**config.mk**
```make
export PLATFORM = sky130hd
export DESIGN_NAME = ahb_slave_cfg
export DESIGN_NICKNAME = d
export VERILOG_FILES = /design/src/biu_ahb_pkg.sv /design/src/ahb_slave_cfg.sv
export VERILOG_INCLUDE_DIRS = /design/src
export SDC_FILE = /design/constraint.sdc
export NUM_CORES = 1
export LEC_CHECK = 0
export BUFFER_PORTS_ARGS = -buffer_cell sky130_fd_sc_hd__buf_2
export CAP_MARGIN = 20
export CORE_MARGIN = 1
export CORE_UTILIZATION = 49
export CTS_CLUSTER_SIZE = 8
export DETAILED_ROUTE_END_ITERATION = 7
export GPL_ROUTABILITY_DRIVEN = 0
export GPL_TIMING_DRIVEN = 0
export PLACE_DENSITY = 0.89
export SYNTH_ARGS = -nofsm -noshare
export SYNTH_HDL_FRONTEND = slang
export SYNTH_SLANG_ARGS = --single-unit
```
**constraint.sdc**
```tcl
create_clock -name HCLK -period 2.49 [get_ports HCLK]
set_clock_uncertainty 0.2 [all_clocks]
set_input_delay 0.3735 -clock HCLK [delete_from_list [all_inputs] [get_ports HCLK]]
set_output_delay 0.3735 -clock HCLK [all_outputs]
set_load 0.03 [all_outputs]
```
**src/biu_ahb_params.svh**
```systemverilog
// bus interface unit subsystem parameters
// widths, slave memory depth and register reset values
`ifndef BIU_AHB_PARAMS_SVH
`define BIU_AHB_PARAMS_SVH

// data path and address widths
`define BIU_XLEN 32
`define BIU_PLEN 32

// sram slave geometry
`define SRAM_WORDS 256
`define SRAM_AW 8                          // word index bits

// axi4-lite config port
`define CFG_AW 4                           // byte address, 4 registers
`define CFG_WAIT_W 4                       // wait state field
`define CFG_CNT_W 16                       // error counter

// reset values
`define CFG_WAIT_RST 4'h0                  // no wait states
`define CFG_ERR_BASE_RST {`SRAM_AW{1'b1}}  // base above limit, window empty
`define CFG_ERR_LIMIT_RST {`SRAM_AW{1'b0}}
`define HPROT_RST 4'b0011                  // data, privileged

`endif

```
**src/biu_ahb_pkg.sv**
```systemverilog
// shared types for the biu to ahb-lite subsystem
// burst codes, ahb fields, slave states, register map
package biu_ahb_pkg;

  // core side burst type
  typedef enum logic [2:0] {
    SINGLE = 3'd0,
    INCR   = 3'd1,
    WRAP4  = 3'd2,
    INCR4  = 3'd3,
    WRAP8  = 3'd4,
    INCR8  = 3'd5,
    WRAP16 = 3'd6,
    INCR16 = 3'd7
  } biu_burst_e;

  //////////////////////////////////////////////////////////////////////////
  // ahb-lite fields
  //////////////////////////////////////////////////////////////////////////

  typedef enum logic [1:0] {
    HTRANS_IDLE, HTRANS_BUSY, HTRANS_NONSEQ, HTRANS_SEQ
  } htrans_e;

  typedef enum logic [2:0] {
    HBURST_SINGLE, HBURST_INCR, HBURST_WRAP4, HBURST_INCR4,
    HBURST_WRAP8, HBURST_INCR8, HBURST_WRAP16, HBURST_INCR16
  } hburst_e;

  typedef enum logic [2:0] {
    HSIZE_BYTE  = 3'd0,
    HSIZE_HWORD = 3'd1,
    HSIZE_WORD  = 3'd2
  } hsize_e;

  typedef enum logic {HRESP_OKAY, HRESP_ERROR} hresp_e;

  // slave data phase
  typedef enum logic [1:0] {IDLE, WAIT, ERR1, ERR2} slv_state_e;

  // config register index, byte address bits [3:2]
  typedef enum logic [1:0] {
    WAIT_CNT, ERR_BASE, ERR_LIMIT, ERR_COUNT
  } cfg_reg_e;

endpackage

```
**src/ahb_slave_cfg.sv**
```systemverilog
// axi4-lite register block for the sram slave
// wait states, error window, saturating error counter
`timescale 1ns/1ps
`include "biu_ahb_params.svh"

module ahb_slave_cfg (
  input  logic                    HCLK,
  input  logic                    HRESETn,
  // axi4-lite slave
  input  logic                    s_awvalid_i,
  output logic                    s_awready_o,
  input  logic [`CFG_AW-1:0]      s_awaddr_i,
  input  logic                    s_wvalid_i,
  output logic                    s_wready_o,
  input  logic [`BIU_XLEN-1:0]    s_wdata_i,
  output logic                    s_bvalid_o,
  output logic [1:0]              s_bresp_o,
  input  logic                    s_bready_i,
  input  logic                    s_arvalid_i,
  output logic                    s_arready_o,
  input  logic [`CFG_AW-1:0]      s_araddr_i,
  output logic                    s_rvalid_o,
  output logic [`BIU_XLEN-1:0]    s_rdata_o,
  output logic [1:0]              s_rresp_o,
  input  logic                    s_rready_i,
  // slave control
  output logic [`CFG_WAIT_W-1:0]  wait_cnt_o,
  output logic [`SRAM_AW-1:0]     err_base_o,
  output logic [`SRAM_AW-1:0]     err_limit_o,
  input  logic                    err_pulse_i
);

  logic                  wr_rdy;   // aw and w ready together
  logic                  wr_hs;
  logic                  rd_hs;
  logic [`CFG_CNT_W-1:0] err_cnt;
  biu_ahb_pkg::cfg_reg_e wr_reg;
  biu_ahb_pkg::cfg_reg_e rd_reg;

  assign wr_reg = biu_ahb_pkg::cfg_reg_e'(s_awaddr_i[3:2]);
  assign rd_reg = biu_ahb_pkg::cfg_reg_e'(s_araddr_i[3:2]);

  assign s_awready_o = wr_rdy;
  assign s_wready_o  = wr_rdy;
  assign wr_hs       = wr_rdy & s_awvalid_i & s_wvalid_i;
  assign rd_hs       = s_arready_o & s_arvalid_i;
  assign s_bresp_o   = 2'b00;  // always OKAY
  assign s_rresp_o   = 2'b00;

  ////////////////////////////////////////////////////////////////////////////
  // handshakes
  ////////////////////////////////////////////////////////////////////////////

  always_ff @(posedge HCLK or negedge HRESETn) begin
    if (!HRESETn) begin
      wr_rdy      <= 1'b0;
      s_bvalid_o  <= 1'b0;
      s_arready_o <= 1'b0;
      s_rvalid_o  <= 1'b0;
    end else begin
      // no new address while a response is pending
      wr_rdy      <= s_awvalid_i & s_wvalid_i & ~wr_rdy & ~s_bvalid_o;
      s_arready_o <= s_arvalid_i & ~s_arready_o & ~s_rvalid_o;
      if (wr_hs) s_bvalid_o <= 1'b1;
      else if (s_bready_i) s_bvalid_o <= 1'b0;
      if (rd_hs) s_rvalid_o <= 1'b1;
      else if (s_rready_i) s_rvalid_o <= 1'b0;
    end
  end

  ////////////////////////////////////////////////////////////////////////////
  // registers
  ////////////////////////////////////////////////////////////////////////////

  always_ff @(posedge HCLK or negedge HRESETn) begin
    if (!HRESETn) begin
      wait_cnt_o  <= `CFG_WAIT_RST;
      err_base_o  <= `CFG_ERR_BASE_RST;
      err_limit_o <= `CFG_ERR_LIMIT_RST;
      err_cnt     <= '0;
    end else begin
      if (wr_hs && wr_reg == biu_ahb_pkg::WAIT_CNT)  wait_cnt_o  <= s_wdata_i[`CFG_WAIT_W-1:0];
      if (wr_hs && wr_reg == biu_ahb_pkg::ERR_BASE)  err_base_o  <= s_wdata_i[`SRAM_AW-1:0];
      if (wr_hs && wr_reg == biu_ahb_pkg::ERR_LIMIT) err_limit_o <= s_wdata_i[`SRAM_AW-1:0];
      // any write clears, otherwise count up and stick at max
      if (wr_hs && wr_reg == biu_ahb_pkg::ERR_COUNT) err_cnt <= '0;
      else if (err_pulse_i && err_cnt != '1) err_cnt <= err_cnt + 1'b1;
    end
  end

  // read data held with rvalid
  always_ff @(posedge HCLK) begin
    if (rd_hs) begin
      case (rd_reg)
        biu_ahb_pkg::WAIT_CNT:  s_rdata_o <= `BIU_XLEN'(wait_cnt_o);
        biu_ahb_pkg::ERR_BASE:  s_rdata_o <= `BIU_XLEN'(err_base_o);
        biu_ahb_pkg::ERR_LIMIT: s_rdata_o <= `BIU_XLEN'(err_limit_o);
        default:                s_rdata_o <= `BIU_XLEN'(err_cnt);
      endcase
    end
  end

  a_bvalid_hold: assert property (@(posedge HCLK) disable iff (!HRESETn)
    s_bvalid_o && !s_bready_i |=> s_bvalid_o);

endmodule

```
* Yosys cells after proc, flatten, opt, wreduce, memory -nomap -nowiden *
Index checks and enable logic that the tools add are counted.

storage, ports and cells
  output and inout bits = 61
  bits of input ports = 48
  flip-flop bits (word level) = 72
  logic and storage cells = 45

cells by class
  eq/ne operators = 6
  reductions and logical operators = 10
  $add $sub $neg = 1
  bitwise gates (word level) = 12
  mux-type cells = 7

operator list
  kind                     number
  $pmux W16 S3             1
  $mux W16                 2
  $add A16 B1 Y16 const B  1
  $ne A16 B16 Y1 const B   1
  $and A1 B1 Y1            8
  $eq A2 B2 Y1 const B     3
  $reduce_bool A2 Y1       3
  $logic_and A1 B1 Y1      5
  $eq A2 B1 Y1 const B     2
  $logic_not A2 Y1         2
  $mux W1                  4
  $not A1 Y1               4

* Longest topological paths before layout *
  depth in word-level cells = 4
  mapped depth = 6

* Worst setup path before layout *
OpenSTA, ideal clock, no wires.

  kind = reg-to-reg
  start point = register err_cnt[0]
  end point = register err_cnt[9]
  slack = 0.592 ns
  cell stages (with the launch flop) = 6
  data required time = 2.196 ns
  clock period less this slack = 1.898 ns
  setup time = 0.094 ns
  arrival = 1.604 ns
  cell sequence = dfrtp_1 > ha_1 > nand4_1 > or3_4 > and4_1 > a211oi_1

between the ends
  word-level cells in the longest chain between the ends = 3
  elaborated cells between the ends (all ways) = 6

ends and longest elaborated chain
  item                                                      RTL line             text
  from (decl)                                               ahb_slave_cfg.sv:36  logic [`CFG_CNT_W-1:0] err_cnt;
  from (signal assigned)                                    ahb_slave_cfg.sv:87  else if (err_pulse_i && err_cnt != '1) err_cnt <= err_cnt + 1'b1;
  $add A16 B1 Y16 / $ne A16 B16 Y1 (equally long branches)  ahb_slave_cfg.sv:87
  $mux W16 / $logic_and A1 B1 Y1 (equally long branches)    ahb_slave_cfg.sv:87
  $mux W16 / $reduce_bool A2 Y1 (equally long branches)     -

Parallel ways exist; a longest one is shown, timed or not. The select of a mux whose other input is x is not followed.
A chain may end at the register's enable or synchronous reset.

* Worst setup path in the final report *
Ends and elaborated chain as after synthesis.

==> metrics.csv <==
stage,metric,value,unit
run_status,outcome,"finished, violations left",
run_status,violations,negative hold slack,
logic_synthesis,synthMuxAreaShare,13.9,%
routing,drt-initial-drc-count,97,
cts,numCtsBuffers,5,
critical_path,cp-end-kind,flip-flop,
routing,wirelength,5320,um
routing,drc,0,
pwr,p_leak,1.58,nW
logic_synthesis,synth_compound_area_share,7.65,%
cells_and_area,final_cell_mix,"buf_2 (61), dfrtp_1 (32), mux2_2 (24)",
pwr,fin_total_pwr,2.23,mW
floorplanning,num_io_pins,109,
cells_and_area,layout-drive-gt1-share,45.4,%
floorplanning,dieArea,5950,um^2
placed_design,port_buffers,57,
sta,timing_hold_violations_final,32,
placed_design,place_hpwl,3960,um
logic_synthesis,synthAdderAreaFrac,0.452,%
sta,finalSetupTns,0,ns
sta,setup_viol,0,
floorplanning,start_util,52.5,%
cts,htreeDepth,2,
cts,root_buffer,clkbuf_8,
cells_and_area,seq_area,1490,um^2
logic_synthesis,synth_top_cell_area_share,29.0,%
routing,drt-pass1-iter-count,4,
cts,path_clk_slew,0.10,ns
global_routing,grt_pass1_vias,1885,
routing,viasPerCell,5.30,
floorplanning,die_w,77.1,um
routing,wl_per_cell,14.1,um
cells_and_area,multiInputGateArea,1120,um^2
logic_synthesis,ys_seq_area_share,53.9,%
cells_and_area,fin_cells,376,
critical_path,worstSetupPathType,flip-flop to flip-flop,
critical_path,required,2.49,ns
sta,fin_crit,2.22,ns
sta,layout_setup_ws,0.274,ns
sta,hold_ws,-0.0207,ns
pwr,clock_power_share,21.5,%
pwr,cellPowerDensity,677,nW/um^2
pwr,p_comb_share,24.5,%
sta,fmax,451,MHz
logic_synthesis,synth_area_leader_cell,dfrtp_1,
cts,postCtsSetupBuffers,0,
pwr,ir_drop,0.607,mV
cells_and_area,final_util,62.6,%
placed_design,detailedPlace.worstSlack,0.312,ns
placed_design,placed_cell_area,3210,um^2
cells_and_area,stdcell_area,3300,um^2
logic_synthesis,synth_area_leaders,"dfrtp_1 (29%), edfxtp_1 (17%), mux2_2 (9.8%)",
cts,cts_sinks,56,
cts,cts_buffer_depth,2,
cells_and_area,final_common_cell,buf_2,
logic_synthesis,netlist_area,2770,um^2
routing,num_vias,1991,
logic_synthesis,synth_warnings,0,
critical_path,critPathArrivalTime,2.22,ns
cells_and_area,fin_nets,354,
critical_path,r2r_cells,5,
logic_synthesis,synth-simple-area-share,15.7,%
sta,rsz0062_at_grt,false,
critical_path,worst_setup_path_start_kind,flip-flop,
floorplanning,rows,26,
floorplanning,core_area,5270,um^2
floorplanning,dieHeight,77.1,um
global_routing,grt_max_degree,41,
job,cap_violations,0,
placed_design,dp.cells,368,
sta,max_slew_margin,41.2,%
logic_synthesis,synthCells,222,
critical_path,cp_max_fo,7,
cells_and_area,syn2layout_area_growth,19.3,%
global_routing,grt_usage,18.9,%
worst_hold_path,hold_path.class,input port to asynchronous set/reset pin,
logic_synthesis,synthXorXnorAreaFrac,0,%
global_routing,grt_overflow,0,
pwr,power_frac_seq,54.0,%
cts,insertion_delay,0.30,ns
sta,tightest_slew,0.882,ns
pwr,p_sw,0.738,mW
cts,cts_resized,0,
sta,drv_slew,0,
cts,ctsHoldBuffers,0,
sta,finalCritPeriodShare,89.0,%
global_routing,grt_pass1_wl,8780,um
routing,ant_nets,0,
cells_and_area,n_antenna_cell,0,
cells_and_area,fill_cells,443,
cts,cts_tree,yes,
logic_synthesis,synth-seq-cells,56,
logic_synthesis,yosysUniqueCellTypes,50,
global_routing,antenna_found_initial,0,
pwr,switching_share,33.0,%
logic_synthesis,avgSynthCellArea,12.5,um^2
pwr,power.internal,1.49,mW
logic_synthesis,synth_top_family_by_area,simple AND/OR/NAND/NOR gates,
==> Yosys cell counts (all sizes together) <==
| master | count |
|---|---|
| dfrtp | 32 |
| buf | 27 |
| mux2 | 24 |
| edfxtp | 16 |
| nand2 | 11 |
| and3 | 9 |
| o21ai | 9 |
| dfstp | 8 |
| nand3 | 8 |
| nand4 | 8 |
| a21oi | 6 |
| a31oi | 5 |
| or3 | 5 |
| a22o | 4 |
| and4 | 4 |
| clkbuf | 4 |
| inv | 4 |
| mux4 | 4 |
| nor3 | 4 |
| nor2 | 3 |
| nor4 | 3 |
| or4 | 3 |
| and2 | 2 |
| mux2i | 2 |
| nand2b | 2 |
| nor2b | 2 |
| o211ai | 2 |
| o31ai | 2 |
| a211oi | 1 |
| a21o | 1 |
| and4bb | 1 |
| conb | 1 |
| ha | 1 |
| nor3b | 1 |
| o21bai | 1 |
| o311ai | 1 |
| o41ai | 1 |
==> critical path, cell delays in order, from the launching register on <==
cell,delay (ns)
dfrtp_1,0.49
ha_1,0.34
nand4_1,0.24
or3_4,0.39
and4_1,0.20
a211oi_1,0.26
==> kinds of logic (layout without fill, tap and decap cells) <==
kind of cell,count (synthesis),in the layout
adder cells (fa/ha/maj),1,1
multiplexers,30,30
flip-flops,56,56
buffers and inverters,35,100
AO/OA/AOI/OAI,33,33
AND/OR/NAND/NOR,66,66
other,1,20
==> power by group through the flow <==
stage | clock network, mW | logic, mW | registers, mW
floorplan | 0 | 0.245 | 1.35
global placement | 0 | 0.532 | 1.21
detailed placement | 0 | 0.547 | 1.22
CTS | 0.493 | 0.549 | 1.20
global route | 0.522 | 0.589 | 1.23
finish | 0.480 | 0.547 | 1.20
==> registers in the layout (all words and copies together), names as in the netlist <==
name,flops
err_cnt,16
err_base_o,8
err_limit_o,8
s_awready_o,1
s_rdata_o,16
wait_cnt_o,4
s_arready_o,1
s_rvalid_o,1
s_bvalid_o,1
==> area by class of cell <==
| type | count | share of cell area [%] |
|---|---|---|
| clock buffers | 5 | 2.09 |
| repair buffers | 57 | 8.65 |
| well taps | 70 | 2.66 |
| inverters | 4 | 0.455 |
| flip-flops and latches | 56 | 45.2 |
| multi-input cells | 150 | 33.9 |
| clock inverters | 3 | 0.607 |
| plain buffers | 31 | 6.41 |
==> path summary, 6_finish.rpt <==
| path | end | start | slack (ns) |
|---|---|---|---|
| max in group asynchronous | err_cnt[9] | HRESETn | 1.56 |
| worst max register to register | err_cnt[9] | err_cnt[0] | 0.27 |
| worst max-delay path | err_cnt[9] | err_cnt[0] | 0.27 |
| min in group HCLK | s_bvalid_o | s_bready_i | 0.05 |
| worst min-delay path | err_limit_o[3] | HRESETn | -0.02 |
| worst min register to register | s_arready_o | s_arready_o | 0.25 |
==> per-layer routing <==
layer	GRT usage [%]	part of all wire [%]
met1	24.3	43
met5	0	0
met4	5.85	0.81
met3	3.21	5.8
met2	32.3	50
Power figures use the tool's default switching activity.
