`src/biu_ahb_params.svh`:
```
// bus interface unit subsystem parameters
// widths, slave memory depth and register reset values
`ifndef BIU_AHB_PARAMS_SVH
`define BIU_AHB_PARAMS_SVH

// data path and address widths
`define BIU_XLEN 32
`define BIU_PLEN 32

// sram slave geometry
`define SRAM_WORDS 256
`define SRAM_AW 8                          // word index bits

// axi4-lite config port
`define CFG_AW 4                           // byte address, 4 registers
`define CFG_WAIT_W 4                       // wait state field
`define CFG_CNT_W 16                       // error counter

// reset values
`define CFG_WAIT_RST 4'h0                  // no wait states
`define CFG_ERR_BASE_RST {`SRAM_AW{1'b1}}  // base above limit, window empty
`define CFG_ERR_LIMIT_RST {`SRAM_AW{1'b0}}
`define HPROT_RST 4'b0011                  // data, privileged

`endif

```
`src/biu_ahb_pkg.sv`:
```
// shared types for the biu to ahb-lite subsystem
// burst codes, ahb fields, slave states, register map
package biu_ahb_pkg;

  // core side burst type
  typedef enum logic [2:0] {
    SINGLE = 3'd0,
    INCR   = 3'd1,
    WRAP4  = 3'd2,
    INCR4  = 3'd3,
    WRAP8  = 3'd4,
    INCR8  = 3'd5,
    WRAP16 = 3'd6,
    INCR16 = 3'd7
  } biu_burst_e;

  //////////////////////////////////////////////////////////////////////////
  // ahb-lite fields
  //////////////////////////////////////////////////////////////////////////

  typedef enum logic [1:0] {
    HTRANS_IDLE, HTRANS_BUSY, HTRANS_NONSEQ, HTRANS_SEQ
  } htrans_e;

  typedef enum logic [2:0] {
    HBURST_SINGLE, HBURST_INCR, HBURST_WRAP4, HBURST_INCR4,
    HBURST_WRAP8, HBURST_INCR8, HBURST_WRAP16, HBURST_INCR16
  } hburst_e;

  typedef enum logic [2:0] {
    HSIZE_BYTE  = 3'd0,
    HSIZE_HWORD = 3'd1,
    HSIZE_WORD  = 3'd2
  } hsize_e;

  typedef enum logic {HRESP_OKAY, HRESP_ERROR} hresp_e;

  // slave data phase
  typedef enum logic [1:0] {IDLE, WAIT, ERR1, ERR2} slv_state_e;

  // config register index, byte address bits [3:2]
  typedef enum logic [1:0] {
    WAIT_CNT, ERR_BASE, ERR_LIMIT, ERR_COUNT
  } cfg_reg_e;

endpackage

```
`src/biu_ahb_bridge.sv`:
```
// core bus interface unit to ahb-lite master bridge
// single transfers and INCR/WRAP bursts, burst aborted on ERROR
`timescale 1ns/1ps
`include "biu_ahb_params.svh"

module biu_ahb_bridge (
  input  logic                    HCLK,
  input  logic                    HRESETn,
  // core side
  input  logic                    biu_stb_i,
  output logic                    biu_stb_ack_o,
  output logic                    biu_d_ack_o,
  input  logic [`BIU_PLEN-1:0]    biu_adri_i,
  output logic [`BIU_PLEN-1:0]    biu_adro_o,
  input  logic [2:0]              biu_size_i,
  input  biu_ahb_pkg::biu_burst_e biu_type_i,
  input  logic [2:0]              biu_prot_i,   // [0] data, [1] priv, [2] cacheable
  input  logic                    biu_lock_i,
  input  logic                    biu_we_i,
  input  logic [`BIU_XLEN-1:0]    biu_d_i,
  output logic [`BIU_XLEN-1:0]    biu_q_o,
  output logic                    biu_ack_o,
  output logic                    biu_err_o,
  // ahb-lite master
  output logic                    hsel_o,
  output logic [`BIU_PLEN-1:0]    haddr_o,
  output logic [`BIU_XLEN-1:0]    hwdata_o,
  output logic                    hwrite_o,
  output biu_ahb_pkg::hsize_e     hsize_o,
  output biu_ahb_pkg::hburst_e    hburst_o,
  output logic [3:0]              hprot_o,
  output biu_ahb_pkg::htrans_e    htrans_o,
  output logic                    hmastlock_o,
  input  logic                    hready_i,
  input  biu_ahb_pkg::hresp_e     hresp_i,
  input  logic [`BIU_XLEN-1:0]    hrdata_i
);

  ////////////////////////////////////////////////////////////////////////////
  // conversions
  ////////////////////////////////////////////////////////////////////////////

  function automatic biu_ahb_pkg::hsize_e size2hsize(input logic [2:0] size);
    case (size)
      3'd0:    return biu_ahb_pkg::HSIZE_BYTE;
      3'd1:    return biu_ahb_pkg::HSIZE_HWORD;
      default: return biu_ahb_pkg::HSIZE_WORD;  // nothing wider on 32 bits
    endcase
  endfunction

  // beats minus one
  function automatic logic [3:0] type2cnt(input biu_ahb_pkg::biu_burst_e t);
    case (t)
      biu_ahb_pkg::WRAP4,  biu_ahb_pkg::INCR4:  return 4'd3;
      biu_ahb_pkg::WRAP8,  biu_ahb_pkg::INCR8:  return 4'd7;
      biu_ahb_pkg::WRAP16, biu_ahb_pkg::INCR16: return 4'd15;
      default:                                  return 4'd0;  // SINGLE, INCR
    endcase
  endfunction

  function automatic biu_ahb_pkg::hburst_e type2hburst(input biu_ahb_pkg::biu_burst_e t);
    case (t)
      biu_ahb_pkg::INCR:   return biu_ahb_pkg::HBURST_INCR;
      biu_ahb_pkg::WRAP4:  return biu_ahb_pkg::HBURST_WRAP4;
      biu_ahb_pkg::INCR4:  return biu_ahb_pkg::HBURST_INCR4;
      biu_ahb_pkg::WRAP8:  return biu_ahb_pkg::HBURST_WRAP8;
      biu_ahb_pkg::INCR8:  return biu_ahb_pkg::HBURST_INCR8;
      biu_ahb_pkg::WRAP16: return biu_ahb_pkg::HBURST_WRAP16;
      biu_ahb_pkg::INCR16: return biu_ahb_pkg::HBURST_INCR16;
      default:             return biu_ahb_pkg::HBURST_SINGLE;
    endcase
  endfunction

  // next word address, upper bits frozen on wrapping bursts
  function automatic logic [`BIU_PLEN-1:0] nxt_addr(input logic [`BIU_PLEN-1:0] addr,
                                                    input biu_ahb_pkg::hburst_e hb);
    logic [`BIU_PLEN-1:0] lin;
    lin = {addr[`BIU_PLEN-1:2] + 1'b1, 2'b00};
    case (hb)
      biu_ahb_pkg::HBURST_WRAP4:  return {addr[`BIU_PLEN-1:4], lin[3:0]};  // 16 byte block
      biu_ahb_pkg::HBURST_WRAP8:  return {addr[`BIU_PLEN-1:5], lin[4:0]};
      biu_ahb_pkg::HBURST_WRAP16: return {addr[`BIU_PLEN-1:6], lin[5:0]};
      default:                    return lin;
    endcase
  endfunction

  ////////////////////////////////////////////////////////////////////////////
  // address phase
  ////////////////////////////////////////////////////////////////////////////

  logic [3:0] burst_cnt;   // beats still to issue
  logic       data_ena;    // beat in address phase
  logic       data_ena_d;  // beat in data phase

  assign biu_stb_ack_o = hready_i & ~|burst_cnt & biu_stb_i & ~biu_err_o;

  always_ff @(posedge HCLK or negedge HRESETn) begin
    if (!HRESETn) begin
      burst_cnt   <= '0;
      data_ena    <= 1'b0;
      biu_err_o   <= 1'b0;
      hsel_o      <= 1'b0;
      haddr_o     <= '0;
      hwrite_o    <= 1'b0;
      hsize_o     <= biu_ahb_pkg::HSIZE_WORD;
      hburst_o    <= biu_ahb_pkg::HBURST_SINGLE;
      hprot_o     <= `HPROT_RST;
      htrans_o    <= biu_ahb_pkg::HTRANS_IDLE;
      hmastlock_o <= 1'b0;
    end else begin
      biu_err_o <= 1'b0;  // one cycle pulse
      if (hready_i) begin
        if (burst_cnt == '0) begin
          if (biu_stb_ack_o) begin  // new request, first beat
            data_ena    <= 1'b1;
            burst_cnt   <= type2cnt(biu_type_i);
            hsel_o      <= 1'b1;
            htrans_o    <= biu_ahb_pkg::HTRANS_NONSEQ;
            haddr_o     <= biu_adri_i;
            hwrite_o    <= biu_we_i;
            hsize_o     <= size2hsize(biu_size_i);
            hburst_o    <= type2hburst(biu_type_i);
            hprot_o     <= {biu_prot_i[2], 1'b0, biu_prot_i[1], biu_prot_i[0]};
            hmastlock_o <= biu_lock_i;
          end else begin
            data_ena    <= 1'b0;
            hsel_o      <= 1'b0;
            htrans_o    <= biu_ahb_pkg::HTRANS_IDLE;
            hmastlock_o <= biu_lock_i;  // lock may persist between transfers
          end
        end else begin  // burst continues
          data_ena  <= 1'b1;
          burst_cnt <= burst_cnt - 1'b1;
          htrans_o  <= biu_ahb_pkg::HTRANS_SEQ;
          haddr_o   <= nxt_addr(haddr_o, hburst_o);
        end
      end else if (hresp_i == biu_ahb_pkg::HRESP_ERROR) begin
        // first error cycle, drop rest of burst
        burst_cnt <= '0;
        data_ena  <= 1'b0;
        hsel_o    <= 1'b0;
        htrans_o  <= biu_ahb_pkg::HTRANS_IDLE;
        biu_err_o <= 1'b1;
      end
    end
  end

  ////////////////////////////////////////////////////////////////////////////
  // data phase
  ////////////////////////////////////////////////////////////////////////////

  assign biu_d_ack_o = hready_i & data_ena & hwrite_o;

  always_ff @(posedge HCLK) begin
    if (biu_d_ack_o) hwdata_o <= biu_d_i;    // into data phase
    if (hready_i)    biu_adro_o <= haddr_o;  // address of beat in data phase
  end

  always_ff @(posedge HCLK or negedge HRESETn) begin
    if (!HRESETn) data_ena_d <= 1'b0;
    else if (hready_i) data_ena_d <= data_ena;
  end

  assign biu_q_o   = hrdata_i;
  assign biu_ack_o = hready_i & data_ena_d & (hresp_i == biu_ahb_pkg::HRESP_OKAY);

  // burst never resumes out of idle
  a_no_seq_after_idle: assert property (@(posedge HCLK) disable iff (!HRESETn)
    htrans_o == biu_ahb_pkg::HTRANS_IDLE |=> htrans_o != biu_ahb_pkg::HTRANS_SEQ);

  // slave stall freezes the address phase
  a_addr_hold: assert property (@(posedge HCLK) disable iff (!HRESETn)
    !hready_i |=> $stable(haddr_o));

endmodule

```
`config.mk`:
```
export PLATFORM = sky130hd
export DESIGN_NAME = biu_ahb_bridge
export DESIGN_NICKNAME = d
export VERILOG_FILES = /design/src/biu_ahb_pkg.sv /design/src/biu_ahb_bridge.sv
export VERILOG_INCLUDE_DIRS = /design/src
export SDC_FILE = /design/constraint.sdc
export NUM_CORES = 1
export LEC_CHECK = 0
export ABC_AREA = 0
export ABC_CLOCK_PERIOD_IN_PS = 3500
export BUFFER_PORTS_ARGS = -buffer_cell sky130_fd_sc_hd__buf_2
export CORE_ASPECT_RATIO = 1.1
export CORE_MARGIN = 2
export CORE_UTILIZATION = 46
export CTS_CLUSTER_DIAMETER = 80
export DETAILED_ROUTE_END_ITERATION = 10
export GPL_TIMING_DRIVEN = 0
export PLACE_DENSITY = 0.8
export RECOVER_POWER = 100
export SLEW_MARGIN = 25
export SYNTH_ARGS = -nofsm -noshare
export SYNTH_HDL_FRONTEND = slang
export SYNTH_SLANG_ARGS = --single-unit
export TNS_END_PERCENT = 100
```
`constraint.sdc`:
```
create_clock -name HCLK -period 3.5 [get_ports HCLK]
set_clock_uncertainty 0.2 [all_clocks]
set_input_delay 0.175 -clock HCLK [delete_from_list [all_inputs] [get_ports HCLK]]
set_output_delay 0.175 -clock HCLK [all_outputs]
set_load 0.005 [all_outputs]
```
=== After elaboration in Yosys (flattened, before gate mapping) ===
Cells that the tools add are included.

* Flip-flop bits (word level): 117
* Latch bits: 0
* RAM bits: 0
* Bits in read-only memories: 0
* Bits of input ports: 112
* Output and inout bits: 147
* Logic and storage cells: 83
* Memories kept: 0

* Add/subtract/negate cells: 2
* Multipliers: 0
* Div/mod/pow operators: 0
* Magnitude comparators: 0
* Equality and inequality tests: 17
* Shift-type cells: 0
* Multiplexer cells: 22
* Bitwise logic cells: 9
* Reductions and logical operators: 16

{| class="wikitable"
|+ Operator list
! kind !! count
|-
| $pmux 32 s3 || 1
|-
| $mux 32 || 2
|-
| $add 30x1->30 const B || 1
|-
| $pmux 3 s7 || 1
|-
| $eq 3x3->1 const B || 6
|-
| $mux 4 || 4
|-
| $pmux 4 s3 || 1
|-
| $eq 3x2->1 const B || 3
|-
| $mux 1 || 8
|-
| $mux 2 || 4
|-
| $ne 2x2->1 const B || 4
|-
| $reduce_and 2->1 || 4
|-
| $and 1x1->1 || 7
|-
| $eq 3x1->1 const B || 2
|-
| $reduce_and 3->1 || 2
|-
| $reduce_or 2->1 || 3
|-
| $reduce_and 5->1 || 1
|-
| $logic_not 4->1 || 1
|-
| $pmux 2 s2 || 1
|-
| $reduce_and 4->1 || 1
|-
| $reduce_or 4->1 || 1
|-
| $sub 4x1->4 const B || 1
|-
| $logic_not 3->1 || 1
|-
| $ne 3x3->1 const B || 1
|-
| 4 further kinds || 5
|}

=== Longest topological paths before layout ===
Gate-level depths: netlist (run 1).

* Depth after elaboration: 8
* Depth in mapped cells: 10

=== Worst setup path before layout (run 1) ===
Ideal clock, no wire load.

* Kind: flip-flop to flip-flop
* Start point: register burst_cnt[0]
* End point: register haddr_o[7]
* Data arrival time: 1.940 ns
* Required time: 3.163 ns
* Slack: 1.222 ns
* Cell stages (with the launch flop): 11
* Period minus slack after synthesis: 2.278 ns
* Path through: dfrtp_1 > inv_1 > ha_1 > or3b_1 > buf_6 > o21ai_4 > or2_1 > buf_6 > buf_6 > nor2_1 > a2bb2oi_1

* Longest elaborated chain between the ends: 7

{| class="wikitable"
|+ Ends and longest elaborated chain
! item !! RTL line !! RTL
|-
| start, declared || biu_ahb_bridge.sv:91 || <nowiki>logic [3:0] burst_cnt;</nowiki>
|-
| start signal, assigned || biu_ahb_bridge.sv:116 || <nowiki>burst_cnt <= type2cnt(biu_type_i);</nowiki>
|-
| start signal, assigned || biu_ahb_bridge.sv:133 || <nowiki>burst_cnt <= burst_cnt - 1'b1;</nowiki>
|-
| $reduce_or 4->1 || biu_ahb_bridge.sv:95 || <nowiki>assign biu_stb_ack_o = hready_i & ~|burst_cnt & biu_stb_i & ~biu_err_o;</nowiki>
|-
| $logic_not 1->1 || biu_ahb_bridge.sv:95 ||
|-
| $and 1x1->1 (3 in series) || biu_ahb_bridge.sv:95 ||
|-
| $ne 2x2->1 (no source line) || -- ||
|-
| $reduce_and 5->1 (no source line) || -- ||
|-
| end signal, assigned || biu_ahb_bridge.sv:119 || <nowiki>haddr_o <= biu_adri_i;</nowiki>
|-
| end signal, assigned || biu_ahb_bridge.sv:135 || <nowiki>haddr_o <= nxt_addr(haddr_o, hburst_o);</nowiki>
|-
| end, declared || biu_ahb_bridge.sv:26 || <nowiki>output logic [`BIU_PLEN-1:0] haddr_o,</nowiki>
|}

Parallel ways exist; a longest one is shown, timed or not.
A chain may end at the register's enable or synchronous reset.

=== Worst setup path after layout (run 1) ===
* Start point: register burst_cnt[0]
* End point: register haddr_o[6]

The elaborated chain is that of the path after synthesis.

==> results of run 1 <==
[power breakdown]
part           switching [uW]  internal [uW]  leakage, uW
sequential                443           1930      0.00120
combinational            1250            891      0.00180
clock                     630           1260     0.000307
total                    2330           4080      0.00331
[registers in the layout (all words and copies together), names as in the netlist]
register     cells
hmastlock_o      1
hwdata_o        32
hsize_o          2
hwrite_o         1
biu_adro_o      32
burst_cnt        4
htrans_o         2
hsel_o           1
haddr_o         32
data_ena_d       1
biu_err_o        1
hburst_o         3
hprot_o          3
[what timing repair did]
action,4_1_cts,5_1_grt
endpoints found under the hold margin,126,0
hold buffers,77,0
resized for setup,0,0
[critical path: cells and delay by family (launching register included)]
family          cells  cell delay [ps]
compound gates      3              550
simple gates        2              500
fa+ha+maj           1              250
flops               1              390
buf+inv             4             1020
[how the worst max path moves through the flow]
stage	from	end	slack, ps	depth (start not counted)
finish	burst_cnt[0]	haddr_o[6]	500	10
global route	burst_cnt[0]	haddr_o[6]	350	10
detailed placement	hready_i	biu_d_ack_o	620	5
floorplan	burst_cnt[0]	haddr_o[7]	1220	10
CTS	burst_cnt[0]	biu_stb_ack_o	590	7
global placement	hready_i	biu_d_ack_o	310	5
[cells in the mapped netlist (2+ instances only)]
cell type / number / share of area (%)
buf_6: 4 / 0.87
mux2_2: 2 / 0.43
a31oi_1: 6 / 0.72
nand2b_1: 3 / 0.36
dfrtp_1: 48 / 23
nand3_1: 17 / 1.6
o22ai_1: 14 / 1.7
edfxtp_1: 64 / 37
dfstp_2: 3 / 1.5
nor2b_1: 2 / 0.24
and3_1: 3 / 0.36
a2bb2oi_1: 17 / 2.9
nand3_4: 2 / 0.67
inv_1: 11 / 0.80
o211ai_1: 2 / 0.29
buf_2: 2 / 0.19
nor2_1: 29 / 2.1
o2bb2ai_1: 2 / 0.34
nor4_1: 3 / 0.36
o22a_1: 3 / 0.51
a21oi_1: 33 / 3.2
nand4_1: 10 / 1.2
buf_4: 35 / 5.1
o21ai_0: 19 / 1.8
a41o_1: 2 / 0.39
ha_1: 3 / 0.72
clkbuf_1: 11 / 0.80
nor3_1: 7 / 0.67
nand2_1: 55 / 4.0
a22o_1: 4 / 0.67
and4_1: 3 / 0.51
nor4_2: 2 / 0.48
[metrics by stage]
step | hold slack [ps] | area (um2)
4_1_cts | 94.9 | 7910
3_3_place_gp | 152 | 6500
6_report | 84.3 | 7790
5_1_grt | 172 | 7790
3_5_place_dp | 51.0 | 6500
2_1_floorplan | -321 | 5190
[per-layer routing]
layer	share of wire [%]	routed length [um]	track usage [%]
met1	35	5810	30.3
met3	8.7	1460	6.92
met4	4.3	729	15.6
met5	0	0	0
met2	52	8770	50.0
[kinds of logic after synthesis]
logic type / count (synthesis)
AO/OA/AOI/OAI: 110
multiplexers: 3
buffers and inverters: 66
adder cells (fa/ha/maj): 3
AND/OR/NAND/NOR: 145
XOR/XNOR: 1
flip-flops: 115
other: 1
[final cells by class]
type | count | area (um2) | area share, %
Tap cell | 147 | 184 | 2.36
Inverter | 11 | 41.3 | 0.530
Antenna cell | 1 | 2.50 | 0.0321
Sequential cell | 115 | 3200 | 41.1
Timing Repair Buffer | 301 | 1800 | 23.1
Multi-Input combinational cell | 264 | 1550 | 19.9
Clock buffer | 19 | 433 | 5.56
Clock inverter | 13 | 205 | 2.64
Buffer | 55 | 370 | 4.76
==> reports/qor.txt, run 1 <==
Routed vias/inst = 5.47
R2r startpoint = burst_cnt[0]
Fillers = 772
Finished Layout Cells = 926
Warnings from Yosys = 0
Critical path class = register to register
CP max stage delay = 450 ps
Hold path start = biu_adri_i[25]
Routability Congestion = 0.894
Die area = 12200 um2
Port Buf Inserts = 224
Post-CTS setup repair buffer count = 0
RSZ-0062 raised after global routing = false
Average footprint of a synthesized cell = 11.7 um2
Register area share after synthesis = 61.7%
Fmax = 333 MHz
Clock slew at reported path FFs = 50 ps
Nets = 880
Area Overhead vs Synth = 50.0%
Crit path required time = 3620 ps
Ys async rst share = 44.3%
Share of cells above drive strength 1 = 29.8%
TritonCTS clock tree = built
Synth Register Bits = 115
Starting Density = 47.4%
Total power = 6410 uW
Path depth of the worst reg2reg path = 10
Placed cells = 816
Num ports = 259
Dpl hpwl = 10500 um
Commonest non-fill, non-tap cell in the layout = buf_2
Mapped Cells = 444
Die Y = 115 um
Netlist cell types = 55
Vias in the first global route = 5000
XOR/XNOR Fraction of Synth Area = 0.169%
Grt ovf = 0
Leak = 0.00331 uW
Hold EP = haddr_o[25]
Pwr per Cell Area = 823 nW/um2
Max cap viols = 0
CP endpoint kind = register
DR pass1 iterations = 5
Final WS setup = 499 ps
1st-iter DRT viols = 370
Least-Margin Pin Slew = 1320 ps
Post-route DRC = 0
Core area = 11000 um2
Critical path's most frequent cell = clkbuf_1
Post-Synth Adder-Cell Area = 0.723%
Vias = 5063
Endpoints failing hold = 0
Total Wirelength = 16800 um
Setup TNS = 0 ps
CP cell instances = inv_1 -> ha_1 -> or3b_1 -> clkbuf_1 -> o21ai_4 -> or2_1 -> clkbuf_1 -> buf_6 -> a21oi_2 -> o22ai_1
CTS Buffer Depth = 2
Worst vdd ir = 0.000466 V
Critical R2R Capture = haddr_o[6]
Initial antenna violation count = 1
Minimum clock period = 3000 ps
Reg2Reg Setup Slack = 500 ps
Final setup viols = 0
Clock root buffer = clkbuf_16
Worst Hold Depth = 5
Antenna-violating nets left = 0
Outcome = finished, final reports clean
Main combinational cell family by area after synthesis = simple AND/OR/NAND/NOR gates
Placement Setup Slack = 617 ps
Placement Rows = 40
Top_reg_cell synth = edfxtp_1
Worst setup SP type = register
DIE WIDTH = 105 um
Maximum number of pins on one net before global-route repair = 52
Rel. slew slack = 11.7%
Fin crit share = 85.7%
Syn Std Cell Area = 5190 um2
CTS Buf Count = 17
First-pass GRT wire length = 25600 um
Final Core Density = 71.0%
WL/cell = 18.1 um
Crit path max-delay cell type = clkbuf_1
H-tree levels = 4
Post-synth EDFFs = 64
HP Class = primary input to register
CP arrival = 3120 ps
Post-synthesis compound-gate area fraction = 14.0%
Clock Latency Late Sink = 420 ps
Most frequent cells in the layout = buf_2 (150), clkbuf_1 (91), dlygate4sd3_1 (77)
Simple-gate share of the synthesized area = 14.3%
Clock Sinks = 115
CP max FO = 10
Total Routing Usage GR = 27.9%
Final Slew Violations = 0
Mux share of post-synthesis cell area = 0.627%
(Power assumes the default switching activity.)
==> run 2: changes to the inputs <==
Settings changed: HOLD_SLACK_MARGIN from default to 0.06, MAX_ROUTING_LAYER from default to met4.
==> run 2 against run 1 <==
Routed wire length is 0.19% lower. Sequential power hardly changed. Maximum frequency is 1.7% lower. Core utilization is 0.65 points lower. Combinational power hardly changed. Via count is 0.41% lower. Register-to-register slack worse by 50 ps. Critical endpoint is now haddr_o[7].
==> reports/qor.txt, run 2 (same netlist as run 1, synthesis figures left out) <==
Sw Pwr = 2340 uW (+0.62%)
Clock network power share = 26.4% (-3.2 points)
CP max stage delay = 440 ps (about the same)
CP endpoint kind = register
Worst vdd ir = 0.000451 V (-3.3%)
Outcome = finished, final reports clean
Dpl hpwl = 10400 um (-0.17%)
Crit path max-delay cell type = clkbuf_1
Fin crit share = 87.3% (+1.5 points)
Sequential share of power = 38.5% (+1.5 points)
Routability Congestion = 0.884 (-1.1%)
Die Y = 115 um (unchanged)
RSZ-0062 raised after global routing = false
HP Class = primary input to register
Net Sw Frac = 38.1% (+1.8 points)
Clock slew at reported path FFs = 50 ps (about the same)
Worst setup path start = burst_cnt[0]
TritonCTS clock tree = built
Antenna-violating nets left = 0 (unchanged)
Worst setup SP type = register
CTS Buf Count = 17 (unchanged)
Most frequent cells in the layout = buf_2 (154), clkbuf_1 (83), dlygate4sd3_1 (77)
Commonest non-fill, non-tap cell in the layout = buf_2
Fmax = 327 MHz (-1.7%)
Final setup viols = 0 (unchanged)
DIE WIDTH = 105 um (unchanged)
Critical path class = register to register
Rel. slew slack = 11.1% (-0.58 points)
Clock Sinks = 115 (unchanged)
Final Slew Violations = 0 (unchanged)
Routed vias/inst = 5.45 (-0.31%)
CP max FO = 10 (unchanged)
Family with the most delay on the worst path = buffers and inverters
Placement Rows = 40 (unchanged)
Vias in the first global route = 4952 (-0.96%)
Internal = 3800 uW (-6.9%)
Core area = 11000 um2 (unchanged)
Area Overhead vs Synth = 48.6%
Total Routing Usage GR = 28.0% (+0.16 points)
CTS Buffer Depth = 2 (unchanged)
Crit path required time = 3560 ps (-60 ps)
Starting Density = 47.4% (unchanged)
Biggest regs = biu_adro_o (32), haddr_o (32), hwdata_o (32)
Critical path's most frequent cell = clkbuf_1
Least-Margin Pin Slew = 1330 ps (+8.64 ps)
Endpoints failing hold = 0 (unchanged)
Total Wirelength = 16700 um (-0.19%)
CP cell instances = inv_1 -> ha_1 -> or3b_1 -> clkbuf_1 -> o21ai_4 -> or2_0 -> clkbuf_1 -> buf_6 -> nor2_1 -> a2bb2oi_1
Setup TNS = 0 ps (unchanged)
Minimum clock period = 3050 ps (+53.0 ps)
WL/cell = 18.1 um (about the same)
Share of cells above drive strength 1 = 30.7% (+0.90 points)
Hold path start = biu_adri_i[25]
Post-CTS Resized = 0 (unchanged)
1st-iter DRT viols = 421 (+14%)
Logic pwr share = 35.2% (+1.7 points)
DR pass1 iterations = 5 (unchanged)
Max cap viols = 0 (unchanged)
Clock root buffer = clkbuf_16
H-tree levels = 4 (unchanged)
WHS = 77.4 ps (-6.89 ps)
Leak = 0.00329 uW (-0.45%)
Num ports = 259 (unchanged)
R2r startpoint = burst_cnt[0]
Die area = 12200 um2 (unchanged)
Vias = 5042 (-0.41%)
Pwr per Cell Area = 795 nW/um2 (-3.3%)
First-pass GRT wire length = 25000 um (-2.2%)
Nets = 880 (unchanged)
Clock Latency Late Sink = 410 ps (about the same)
Post-route DRC = 0 (unchanged)
Initial antenna violation count = 0 (-1)
CP arrival = 3110 ps (about the same)
Port Buf Inserts = 224 (unchanged)
Maximum number of pins on one net before global-route repair = 52 (unchanged)
Grt ovf = 0 (unchanged)
N_diodes = 0 (-1)
CP bufs+invs = 4 (unchanged)
[run 2: cell types whose count changed in the layout (fill, tap and decap cells not counted), sizes merged]
| cell | before | now |
|---|---|---|
| clkinv | 4 | 9 |
| buf | 164 | 172 |
| bufinv | 5 | 1 |
| diode | 1 | 0 |
| clkbuf | 134 | 124 |
| inv | 14 | 15 |
[run 2: final cells by class]
cell class,instances,area [um2]
multi-input cells,264,1550
clock inverters,15,133
well taps,147,184
flip-flops and latches,115,3200
repair buffers,301,1810
inverters,11,41.3
plain buffers,55,370
clock buffers,17,425
fillers,789,3250
[run 2: worst min-delay path: cells and delay by family]
kind	cells	cell delay, ps
AO/OA/AOI/OAI	2	180
AND/OR/NAND/NOR	1	170
buffers and inverters	2	100
[run 2: what timing repair did]
action / CTS / global route
hold buffers: 77 / 0
endpoints found under the setup margin: 0 / 0
endpoints found under the hold margin: 132 / 0
buffers inserted: 0 / 0
[run 2: power groups by stage]
stage                     Combinational, uW  Sequential [uW]  Clock [uW]
final                                  2160             2360        1620
after detailed placement               2090             2360           0
after global routing                   2340             2420        1690
after global placement                 2040             2330           0
after floorplan                        1220             2310           0
after CTS                              2180             2340        1620
[run 2: final timing paths]
path | endpoint | slack, ps | cells past startpoint
min in group asynchronous | haddr_o[31] | 390 | 2
setup reg to reg | haddr_o[7] | 450 | 10
max in group asynchronous | haddr_o[23] | 1880 | 2
setup / recovery | haddr_o[7] | 450 | 10
hold / removal | haddr_o[25] | 80 | 5
hold reg to reg | htrans_o[0] | 290 | 1
[run 2: metrics by stage]
step | worst slack, ps | util [%] | instances | instance area, um2 | power [uW]
3_5_place_dp | 613 | 59.3 | 816 | 6500 | 4450
3_3_place_gp | 300 | 59.3 | 816 | 6500 | 4360
2_1_floorplan | 1220 | - | 445 | 5190 | 3540
6_report | 446 | 70.4 | 925 | 7710 | 6140
4_1_cts | 572 | 71.5 | 925 | 7830 | 6130
5_1_grt | 239 | 70.4 | 925 | 7710 | 6440
[run 2: routing by layer]
layer / GRT usage (%) / up-vias / part of all wire [%]
met2: 48.8 / 335 / 53
met4: 16.0 / 0 / 3.8
met3: 6.02 / 66 / 8.1
met1: 29.6 / 2393 / 35
li1: - / 2248 / -
met5: - / - / 0
